File: src/source/game_pkg.sv
package game_pkg;

  ////////////////////////////////////////////////////////////////////
  // Play field geometry
  ////////////////////////////////////////////////////////////////////

  // Maze size in tiles
  localparam int MAP_COLS = 28;
  localparam int MAP_ROWS = 36;

  // Tile edge in pixels
  localparam int TILE_SIZE = 8;

  // Visible play field in pixels
  localparam int H_VISIBLE = MAP_COLS * TILE_SIZE;
  localparam int V_VISIBLE = MAP_ROWS * TILE_SIZE;

  // Player block edge and start corner
  localparam int SPRITE_SIZE = 8;
  // Tile column 10, row 8, a floor tile
  localparam int START_X = 80;
  localparam int START_Y = 64;

  // Pixel coordinates, 8 and 9 bits
  typedef logic [$clog2(H_VISIBLE)-1:0] pos_x_t;
  typedef logic [$clog2(V_VISIBLE)-1:0] pos_y_t;

  ////////////////////////////////////////////////////////////////////
  // Colours and layers
  ////////////////////////////////////////////////////////////////////

  typedef struct packed {
    logic [3:0] red;
    logic [3:0] green;
    logic [3:0] blue;
  } rgb_t;

  localparam rgb_t WALL_COLOR   = '{red: 4'hF, green: 4'h0, blue: 4'h0};
  localparam rgb_t FLOOR_COLOR  = '{red: 4'h0, green: 4'h0, blue: 4'h0};
  localparam rgb_t PLAYER_COLOR = '{red: 4'hF, green: 4'hF, blue: 4'hF};

  // Mixer layer selection
  typedef enum logic [1:0] {
    layer_blank,
    layer_maze,
    layer_player
  } layer_t;

  // Fixed maze rule
  // Border ring plus a pillar wherever column and row are both 2 mod 4
  // Anything off the map also counts as wall
  function automatic logic tile_is_wall(input int col, input int row);
    logic off_map;
    logic border;
    logic pillar;
    off_map = (col < 0) || (col >= MAP_COLS) || (row < 0) || (row >= MAP_ROWS);
    border  = (col == 0) || (col == MAP_COLS - 1) || (row == 0) || (row == MAP_ROWS - 1);
    pillar  = ((col % 4) == 2) && ((row % 4) == 2);
    return off_map || border || pillar;
  endfunction

endpackage

File: src/source/scan_if.sv
// Scan position bundle shared by both renderers and the mixer
interface scan_if;

  // Current scan pixel, play field coordinates
  game_pkg::pos_x_t sx;
  game_pkg::pos_y_t sy;

  // One cycle pulse per frame
  logic frame_stb;

  // High inside the active video region
  logic display_enabled;

  // Renderers and mixer only ever read the scan
  modport renderer (
    input sx,
    input sy,
    input frame_stb,
    input display_enabled
  );

endinterface

File: src/source/maze_renderer.sv
module maze_renderer (
  input  logic             vga_pix_clk,
  input  logic             rst,
  scan_if.renderer         scan,
  output game_pkg::rgb_t   maze_color
);

  ////////////////////////////////////////////////////////////////////
  // Tile lookup
  ////////////////////////////////////////////////////////////////////

  // Tile coordinates of the current scan pixel
  int tile_col;
  int tile_row;

  // Wall answer for that tile
  logic tile_wall;

  always_comb begin
    // Divide down to tile units
    tile_col = int'(scan.sx) / game_pkg::TILE_SIZE;
    tile_row = int'(scan.sy) / game_pkg::TILE_SIZE;
  end

  // Pixels past the visible area still get an answer
  // the mixer blanks them later
  assign tile_wall = game_pkg::tile_is_wall(tile_col, tile_row);

  ////////////////////////////////////////////////////////////////////
  // Colour register
  ////////////////////////////////////////////////////////////////////

  // One cycle behind the scan, same as the player hit flag
  always_ff @(posedge vga_pix_clk) begin
    if (rst) begin
      maze_color <= game_pkg::FLOOR_COLOR;
    end else if (tile_wall) begin
      // Red wall
      maze_color <= game_pkg::WALL_COLOR;
    end else begin
      // Black floor
      maze_color <= game_pkg::FLOOR_COLOR;
    end
  end

endmodule

File: src/source/player_motion.sv
module player_motion (
  input  logic     vga_pix_clk,
  input  logic     rst,
  scan_if.renderer scan,
  input  logic     btn_up,
  input  logic     btn_down,
  input  logic     btn_left,
  input  logic     btn_right,
  output logic     player_hit
);

  // Top-left corner of the player block
  game_pkg::pos_x_t pos_x;
  game_pkg::pos_y_t pos_y;

  ////////////////////////////////////////////////////////////////////
  // Neighbour tile probes
  ////////////////////////////////////////////////////////////////////

  // Tile of the current position and its neighbours
  int cur_col;
  int cur_row;
  int up_row;
  int down_row;

  // Registered wall flags, one per direction
  logic wall_up;
  logic wall_down;
  logic wall_left;
  logic wall_right;

  always_comb begin
    cur_col  = int'(pos_x) / game_pkg::TILE_SIZE;
    cur_row  = int'(pos_y) / game_pkg::TILE_SIZE;
    // Vertical probes look one pixel past the corner
    up_row   = (int'(pos_y) - 1) / game_pkg::TILE_SIZE;
    down_row = (int'(pos_y) + 1) / game_pkg::TILE_SIZE;
  end

  // Refreshed every cycle so they are ready by the next strobe
  always_ff @(posedge vga_pix_clk) begin
    wall_up    <= game_pkg::tile_is_wall(cur_col, up_row);
    wall_down  <= game_pkg::tile_is_wall(cur_col, down_row);
    // Horizontal probes look a whole tile over
    wall_right <= game_pkg::tile_is_wall(cur_col + 1, cur_row);
    wall_left  <= game_pkg::tile_is_wall(cur_col - 1, cur_row);
  end

  ////////////////////////////////////////////////////////////////////
  // Movement, once per frame
  ////////////////////////////////////////////////////////////////////

  always_ff @(posedge vga_pix_clk) begin
    if (rst) begin
      pos_x <= game_pkg::pos_x_t'(game_pkg::START_X);
      pos_y <= game_pkg::pos_y_t'(game_pkg::START_Y);
    end else if (scan.frame_stb) begin
      // Down beats up
      if (btn_down) begin
        if (!wall_down) begin
          pos_y <= pos_y + 1'b1;
        end
      end else if (btn_up) begin
        if (!wall_up) begin
          pos_y <= pos_y - 1'b1;
        end
      end
      // Left beats right, a blocked left still holds the player
      if (btn_left) begin
        if (!wall_left) begin
          pos_x <= pos_x - 1'b1;
        end
      end else if (btn_right) begin
        if (!wall_right) begin
          pos_x <= pos_x + 1'b1;
        end
      end
    end
  end

  ////////////////////////////////////////////////////////////////////
  // Block drawing
  ////////////////////////////////////////////////////////////////////

  // Scan pixel inside the block
  logic in_x;
  logic in_y;

  // Compare in int so pos + size never wraps
  assign in_x = (int'(scan.sx) >= int'(pos_x)) &&
                (int'(scan.sx) <  int'(pos_x) + game_pkg::SPRITE_SIZE);
  assign in_y = (int'(scan.sy) >= int'(pos_y)) &&
                (int'(scan.sy) <  int'(pos_y) + game_pkg::SPRITE_SIZE);

  always_ff @(posedge vga_pix_clk) begin
    if (rst) begin
      player_hit <= 1'b0;
    end else begin
      player_hit <= in_x && in_y;
    end
  end

endmodule

File: src/source/pixel_mixer.sv
module pixel_mixer (
  input  logic           vga_pix_clk,
  input  logic           rst,
  scan_if.renderer       scan,
  input  game_pkg::rgb_t maze_color,
  input  logic           player_hit,
  output game_pkg::rgb_t pixel
);

  ////////////////////////////////////////////////////////////////////
  // Align scan qualifiers with the renderer outputs
  ////////////////////////////////////////////////////////////////////

  // Inside the 224x288 play field
  logic in_visible;

  // One cycle late copies
  logic display_q;
  logic visible_q;

  assign in_visible = (int'(scan.sx) < game_pkg::H_VISIBLE) &&
                      (int'(scan.sy) < game_pkg::V_VISIBLE);

  always_ff @(posedge vga_pix_clk) begin
    if (rst) begin
      display_q <= 1'b0;
      visible_q <= 1'b0;
    end else begin
      display_q <= scan.display_enabled;
      visible_q <= in_visible;
    end
  end

  ////////////////////////////////////////////////////////////////////
  // Layer pick and output register
  ////////////////////////////////////////////////////////////////////

  game_pkg::layer_t layer;

  // Blank first, then player over maze
  always_comb begin
    if (!display_q || !visible_q) begin
      layer = game_pkg::layer_blank;
    end else if (player_hit) begin
      layer = game_pkg::layer_player;
    end else begin
      layer = game_pkg::layer_maze;
    end
  end

  always_ff @(posedge vga_pix_clk) begin
    if (rst) begin
      pixel <= '0;
    end else begin
      case (layer)
        game_pkg::layer_player: pixel <= game_pkg::PLAYER_COLOR;
        game_pkg::layer_maze:   pixel <= maze_color;
        default:                pixel <= '0;
      endcase
    end
  end

endmodule

File: src/source/maze_game.sv
module maze_game (
  input  logic             vga_pix_clk,
  input  logic             rst,
  input  logic             frame_stb,
  input  game_pkg::pos_x_t sx,
  input  game_pkg::pos_y_t sy,
  input  logic             display_enabled,
  input  logic             btn_up,
  input  logic             btn_down,
  input  logic             btn_left,
  input  logic             btn_right,
  output logic [3:0]       red,
  output logic [3:0]       green,
  output logic [3:0]       blue
);

  ////////////////////////////////////////////////////////////////////
  // Scan bundle from the external timing generator
  ////////////////////////////////////////////////////////////////////

  scan_if scan ();

  assign scan.sx              = sx;
  assign scan.sy              = sy;
  assign scan.frame_stb       = frame_stb;
  assign scan.display_enabled = display_enabled;

  ////////////////////////////////////////////////////////////////////
  // Renderers and mixer
  ////////////////////////////////////////////////////////////////////

  // Renderer results, one cycle behind the scan
  game_pkg::rgb_t maze_color;
  logic           player_hit;

  // Final colour, two cycles behind the scan
  game_pkg::rgb_t pixel;

  maze_renderer maze_renderer_i (
    .vga_pix_clk (vga_pix_clk),
    .rst         (rst),
    .scan        (scan.renderer),
    .maze_color  (maze_color)
  );

  player_motion player_motion_i (
    .vga_pix_clk (vga_pix_clk),
    .rst         (rst),
    .scan        (scan.renderer),
    .btn_up      (btn_up),
    .btn_down    (btn_down),
    .btn_left    (btn_left),
    .btn_right   (btn_right),
    .player_hit  (player_hit)
  );

  pixel_mixer pixel_mixer_i (
    .vga_pix_clk (vga_pix_clk),
    .rst         (rst),
    .scan        (scan.renderer),
    .maze_color  (maze_color),
    .player_hit  (player_hit),
    .pixel       (pixel)
  );

  // Split onto the VGA colour pins
  assign red   = pixel.red;
  assign green = pixel.green;
  assign blue  = pixel.blue;

endmodule

File: config.mk
export PLATFORM = sky130hd
export DESIGN_NAME = maze_game
export DESIGN_NICKNAME = d
export VERILOG_FILES = /design/src/source/game_pkg.sv /design/src/source/scan_if.sv /design/src/source/maze_renderer.sv /design/src/source/player_motion.sv /design/src/source/pixel_mixer.sv /design/src/source/maze_game.sv
export SDC_FILE = /design/constraint.sdc
export NUM_CORES = 1
export LEC_CHECK = 0
export BUFFER_PORTS_ARGS = -buffer_cell sky130_fd_sc_hd__buf_2
export CORE_MARGIN = 2
export CORE_UTILIZATION = 40
export DETAILED_ROUTE_END_ITERATION = 8
export GPL_ROUTABILITY_DRIVEN = 0
export GPL_TIMING_DRIVEN = 0
export SLEW_MARGIN = 0
export SYNTH_ARGS = -nofsm -noshare
export SYNTH_HDL_FRONTEND = slang
export SYNTH_HIERARCHICAL = 1
export SYNTH_SLANG_ARGS = --single-unit
export TNS_END_PERCENT = 30
File: constraint.sdc
create_clock -name vga_pix_clk -period 4.1 [get_ports vga_pix_clk]
set_clock_uncertainty 0.2 [all_clocks]
set_input_delay 1.025 -clock vga_pix_clk [delete_from_list [all_inputs] [get_ports vga_pix_clk]]
set_output_delay 1.025 -clock vga_pix_clk [all_outputs]
set_load 0.1 [all_outputs]
# Word-level counts from Yosys, hierarchy flattened
# Index checks and enable logic that the tools add are counted.
[totals]
ff_bits = 48
input_bits = 25
out_inout_bits = 12
elab_cells = 157
[classes]
n_addsub = 12
n_lt_le_gt_ge = 22
eq_ne = 22
n_mux = 12
bitwise = 6
reduce_logical = 68
[op_table]
columns = ["cell", "count"]
rows = [
  ["logical NOT 32 bit", 8],
  ["less-than comparator 32 x 1 -> 1 bit, second input constant", 4],
  ["adder 32 x 1 -> 32 bit", 2],
  ["== test 32 x 6 -> 1 bit, second input constant", 2],
  ["== test 32 x 7 -> 1 bit, second input constant", 2],
  [">= comparator 32 x 6 -> 1 bit, second input constant", 2],
  [">= comparator 32 x 7 -> 1 bit, second input constant", 2],
  ["logical OR 1 bit", 39],
  ["2-to-1 mux 9 bit", 4],
  ["less-than comparator 10 x 32 -> 1 bit", 1],
  ["less-than comparator 9 x 32 -> 1 bit", 1],
  ["2-to-1 mux 8 bit", 4],
  ["one-hot mux 12 bit (2 select lines)", 1],
  ["== test 3 bit, second input constant", 4],
  ["== test 6 bit, second input constant", 2],
  [">= comparator 6 bit, second input constant", 2],
  ["less-than comparator 6 x 1 -> 1 bit, second input constant", 2],
  ["2-to-1 mux 12 bit", 1],
  ["adder 9 x 1 -> 10 bit, second input constant", 1],
  ["adder 9 x 4 -> 10 bit, second input constant", 1],
  ["== test 2 bit, second input constant", 5],
  ["== test 5 x 4 -> 1 bit, second input constant", 2],
  [">= comparator 5 bit, second input constant", 2],
  ["less-than comparator 5 x 1 -> 1 bit, second input constant", 2],
  ["23 further kinds", 46],
]

# Longest topological paths before layout
[depth]
depth_word = 9
mapped_depth = 17
depth_no_buf = 16

# Modules after synthesis
# Netlist, hierarchy kept.
[modules_own_cells]
columns = ["module", "instances", "cells_each", "area_per_inst_um2", "seq_area_each_um2"]
rows = [
  ["player_motion", 1, 397, 3100.5, 440.4],
  ["pixel_mixer", 1, 44, 436.7, 280.3],
  ["maze_renderer", 1, 24, 178.9, 20.0],
]

# Worst setup path before layout
# OpenSTA, ideal clock, no wires.
[synth_path]
path_type = "register to register"
start = "reg player_motion_i.pos_y[4]"
end = "reg player_motion_i.wall_up"
setup_time_ns = 0.124
t_arrival_ns = 3.933
t_required_ns = 3.776
setup_slack_ns = -0.158
stages_incl_launch_ff = 17
n_path_buf = 1
synth_period_minus_slack_ns = 4.258
path_cell_list = "dfxtp_1 -> clkbuf_1 -> inv_1 -> ha_1 -> o31ai_1 -> nand2_1 -> or3_1 -> a31oi_1 -> ha_1 -> ha_1 -> nand2_1 -> or3_1 -> or2_2 -> ha_1 -> nor4b_1 -> nand4_1 -> a2111o_1"
[synth_between]
elab_chain_cells = 8
word_cells_on_any_way = 17
cone_classes = "add/sub: 2; order compare: 2; eq/ne: 2; bitwise: 2; reduce/logical: 9"
[synth_rtl]
columns = ["element", "line", "text"]
rows = [
  ["from (decl)", "player_motion.sv:14", "game_pkg::pos_y_t pos_y;"],
  ["from (signal assigned)", "player_motion.sv:56", "pos_y <= game_pkg::pos_y_t'(game_pkg::START_Y);"],
  ["from (signal assigned)", "player_motion.sv:61", "pos_y <= pos_y + 1'b1;"],
  ["from (signal assigned)", "player_motion.sv:65", "pos_y <= pos_y - 1'b1;"],
  ["subtractor 9 x 1 -> 10 bit *", "player_motion.sv:36", "up_row = (int'(pos_y) - 1) / game_pkg::TILE_SIZE;"],
  ["bitwise AND 1 bit (no source line)", "-", ""],
  ["adder 32 x 1 -> 32 bit (no source line) *", "-", ""],
  ["less-than comparator 32 x 1 -> 1 bit (tied with other cells)", "game_pkg.sv:56", "off_map = (col < 0) || (col >= MAP_COLS) || (row < 0) || (row >= MAP_ROWS);"],
  ["logical OR 1 bit (tied with other cells) (2 in series)", "game_pkg.sv:56", ""],
  ["logical OR 1 bit / logical AND 1 bit (equally long branches)", "game_pkg.sv:59, game_pkg.sv:58", ""],
  ["logical OR 1 bit *", "game_pkg.sv:59", "return off_map || border || pillar;"],
  ["to (signal assigned)", "player_motion.sv:42", "wall_up <= game_pkg::tile_is_wall(cur_col, up_row);"],
  ["to (decl)", "player_motion.sv:27", "logic wall_up;"],
]
# Mark *: on every way between the ends. The rest lies on a longest branch, timed or not.
# A chain may end at the register's enable or synchronous reset.

# Worst setup path after layout
[layout_path]
start = "reg player_motion_i.pos_y[0]"
end = "reg player_motion_i.wall_up"
[layout_between]
elab_chain_cells = 9
word_cells_on_any_way = 18
cone_classes = "add/sub: 2; order compare: 2; eq/ne: 2; bitwise: 2; reduce/logical: 10"
[layout_rtl]
columns = ["element", "line"]
rows = [
  ["subtractor 9 x 1 -> 10 bit *", "player_motion.sv:36"],
  ["OR reduction 3 bit (no source line)", "-"],
  ["bitwise AND 1 bit (no source line)", "-"],
  ["adder 32 x 1 -> 32 bit (no source line) *", "-"],
  ["less-than comparator 32 x 1 -> 1 bit (tied with other cells)", "game_pkg.sv:56"],
  ["logical OR 1 bit (tied with other cells) (2 in series)", "game_pkg.sv:56"],
  ["logical OR 1 bit / logical AND 1 bit (equally long branches)", "game_pkg.sv:59, game_pkg.sv:58"],
  ["logical OR 1 bit *", "game_pkg.sv:59"],
]
# Marked as above.

==> impl_metrics.tcl <==
set metrics [dict create \
    setup_viol 0 \
    wl_per_cell_um 13.8 \
    clk_pin_slew_ns 0.09 \
    cts_buffer_depth 2 \
    yosys_register_bits 37 \
    hpwl_mm 6.90 \
    cts_max_level 2 \
    clkPwrFrac 0.166 \
    seqPwrFrac 0.276 \
    cap_violations 0 \
    grt_max_degree 19 \
    ys_top_cells_by_count "ha_1, nor2_1, dfxtp_1, a21oi_1" \
    track_usage 0.181 \
    routed-via-count 3388 \
    regToRegEndpoint "player_motion_i/wall_up" \
    min_to "pixel_mixer_i/pixel[2]" \
    r2r_cells 14 \
    ys_types 65 \
    hold_depth 2 \
    drt-total-wl_mm 8.81 \
    synth_mux_area_frac 0.00539 \
    grt_pass1_wl_mm 14.9 \
    cts-root-buf "clkbuf_8" \
    post-route-drc-count 0 \
    internal_power_mw 0.967 \
    end_kind "register" \
    antenna_found_initial 0 \
    powerDensity_nw_per_um2 392 \
    outcome "finished clean" \
    vias_per_cell 5.32 \
    cts_tree "yes" \
    diodes 0 \
    p_leak_nw 1.95 \
    cts_sinks 37 \
    synth_area_leaders "ha_1, dfxtp_1, nor2_1, a21oi_1, xnor2_1" \
    drtPass1Iterations 4 \
    insertion_delay_ns 0.30 \
    pin_count 37 \
    postSynthCellCount 465 \
    fin_crit_sh 0.961 \
    hp-start "pixel_mixer_i/display_q" \
    tightest_slew_ns 0.621 \
    fin_crit_ns 3.94 \
    dp_cells 619 \
    power_mw 1.69 \
    r2r_setup_slack_ns 0.16 \
    ys.flop_type "dfxtp_1" \
    floorplan.initialDensity 0.408 \
    synth_fa_ha_area_frac 0.230 \
    die_y_um 100 \
    maxSlewHeadroom 0.575 \
    crit-reg2reg-launch "player_motion_i/pos_y[0]" \
    cts_buffers 5 \
    vdd_drop_max_v 0.000140 \
    utilization 0.473 \
    yosysMostFrequentCell "ha_1" \
    die_width_um 100 \
    start_kind "register" \
    synth_top_cell_by_area "ha_1" \
    synth_top_family_by_area "adder cells" \
    switching_share 0.428 \
    synth_top_area_frac 0.219 \
    critical_path_class "reg -> reg" \
    first_global_vias 3317 \
    area_growth_pct 15.9 \
    fp.coreArea_sq_um 9110 \
    fin_nets 617 \
    cp_max_fo 8 \
    drive_gt1_frac 0.186 \
    synth-compound-area-share 0.216 \
    arrival_ns 3.93 \
    avgSynthCellArea_sq_um 7.99 \
    synth-edff-count 0 \
    ant_nets 0 \
    cp_data_required_time_ns 4.10 \
    synth-simple-area-share 0.211 \
    final_cells 637 \
    num_rows 35 \
    numPortBuffers 36 \
    combPwrFrac 0.557 \
    globalRouteOverflowTotal 0 \
    dr.first_iter.drc_count 85 \
    net-switching-power_mw 0.723 \
    report.final.hold_viol_count 0 \
    fmaxAchievable_mhz 254 \
    dieArea_sq_um 10100 \
    synth_xor_area_frac 0.0613 \
    hold_class "reg -> reg" \
    slew_violations 0 \
    ys_warn_count 6 \
    synth.cell_area_sq_um 3720 \
    synth-async-reset-ratio 0 \
    synth_seq_area_share 0.199 \
]
==> cell usage in the layout (no fill, tap or decap), types with 14 or more instances in the layout <==
master	instances
nor3_1	14
xnor2_1	19
o21ai_0	21
ha_1	62
dfxtp_1	35
a21oi_1	34
buf_2	38
nor2_1	55
inv_1	29
nand2_1	30
buf_4	24
==> state kept, by name, summed over array words and instances (netlist names) <==
signal,flops
maze_renderer_i/maze_color,1
pixel_mixer_i/display_q,1
pixel_mixer_i/pixel,12
pixel_mixer_i/visible_q,1
player_motion_i/player_hit,1
player_motion_i/pos_x,8
player_motion_i/pos_y,9
player_motion_i/wall_down,1
player_motion_i/wall_left,1
player_motion_i/wall_right,1
player_motion_i/wall_up,1
==> kinds of logic after synthesis <==
family                     after synthesis
buffers and inverters                   58
xor gates and xnor gates                26
other                                    1
DFF                                     37
muxes                                    2
and+or+nand+nor                        156
AOI/OAI and AO/OA                      118
adders and majority gates               67
==> critical path: stages, from the launching register on <==
cell and delay (ns):
dfxtp_1 0.35, buf_6 0.15, o31ai_2 0.35, nand2_1 0.12
or3_4 0.38, a31oi_4 0.19, ha_4 0.17, ha_2 0.18
nand2_1 0.09, or3_4 0.36, or2_2 0.30, ha_1 0.19
nor4bb_1 0.28, nand4_1 0.15, a2111o_1 0.36
==> power by group through the flow <==
stage / logic (mW) / clock network (mW) / registers (mW)
floorplan: 0.690 / 0 / 0.461
detailed placement: 0.876 / 0 / 0.467
global route: 1.07 / 0.303 / 0.475
global placement: 0.857 / 0 / 0.466
CTS: 0.910 / 0.290 / 0.465
finish: 0.942 / 0.281 / 0.467
==> final cells by class <==
type                            count  area, sq um
Fill cell                         903         4800
Multi-Input combinational cell    377         2780
Sequential cell                    37          748
Timing Repair Buffer               49          278
Buffer                             25          160
Tap cell                          111          139
Inverter                           30          116
Clock buffer                        5         68.8
Clock inverter                      3         21.3
==> routing by layer <==
metal,up-vias,GRT usage,part of all wire
li1,1761,-,-
met1,1526,0.229,0.47
met2,88,0.315,0.46
met3,13,0.0334,0.047
met4,0,0.0474,0.017
met5,-,0,0
==> worst max-delay path by stage <==
stage                                   startpoint                 endpoint
after global placement    player_motion_i/pos_y[3]  player_motion_i/wall_up
after CTS                 player_motion_i/pos_y[3]  player_motion_i/wall_up
after global routing      player_motion_i/pos_y[0]  player_motion_i/wall_up
after floorplan           player_motion_i/pos_y[3]  player_motion_i/wall_up
after detailed placement  player_motion_i/pos_y[3]  player_motion_i/wall_up
final                     player_motion_i/pos_y[0]  player_motion_i/wall_up
==> what timing repair did <==
action,in CTS,in global routing
hold endpoints to repair,0,0
pin swaps,2,5
hold buffers,0,0
endpoints found under the setup margin,1,1
buffers inserted,4,9
gates resized for setup,14,3
==> per-stage QoR <==
stage          hold slack, ns  cell area, sq um  setup WS (ns)  TNS [ns]
3_5_place_dp            0.288              4070         -0.627    -0.627
6_report                0.285              4310          0.162         0
3_3_place_gp            0.281              4070         -0.618    -0.618
5_1_grt                 0.322              4310       -0.00184  -0.00184
2_1_floorplan           0.258              3750         0.0308         0
4_1_cts                 0.299              4230         0.0149         0
Power figures use the tool's default switching activity.
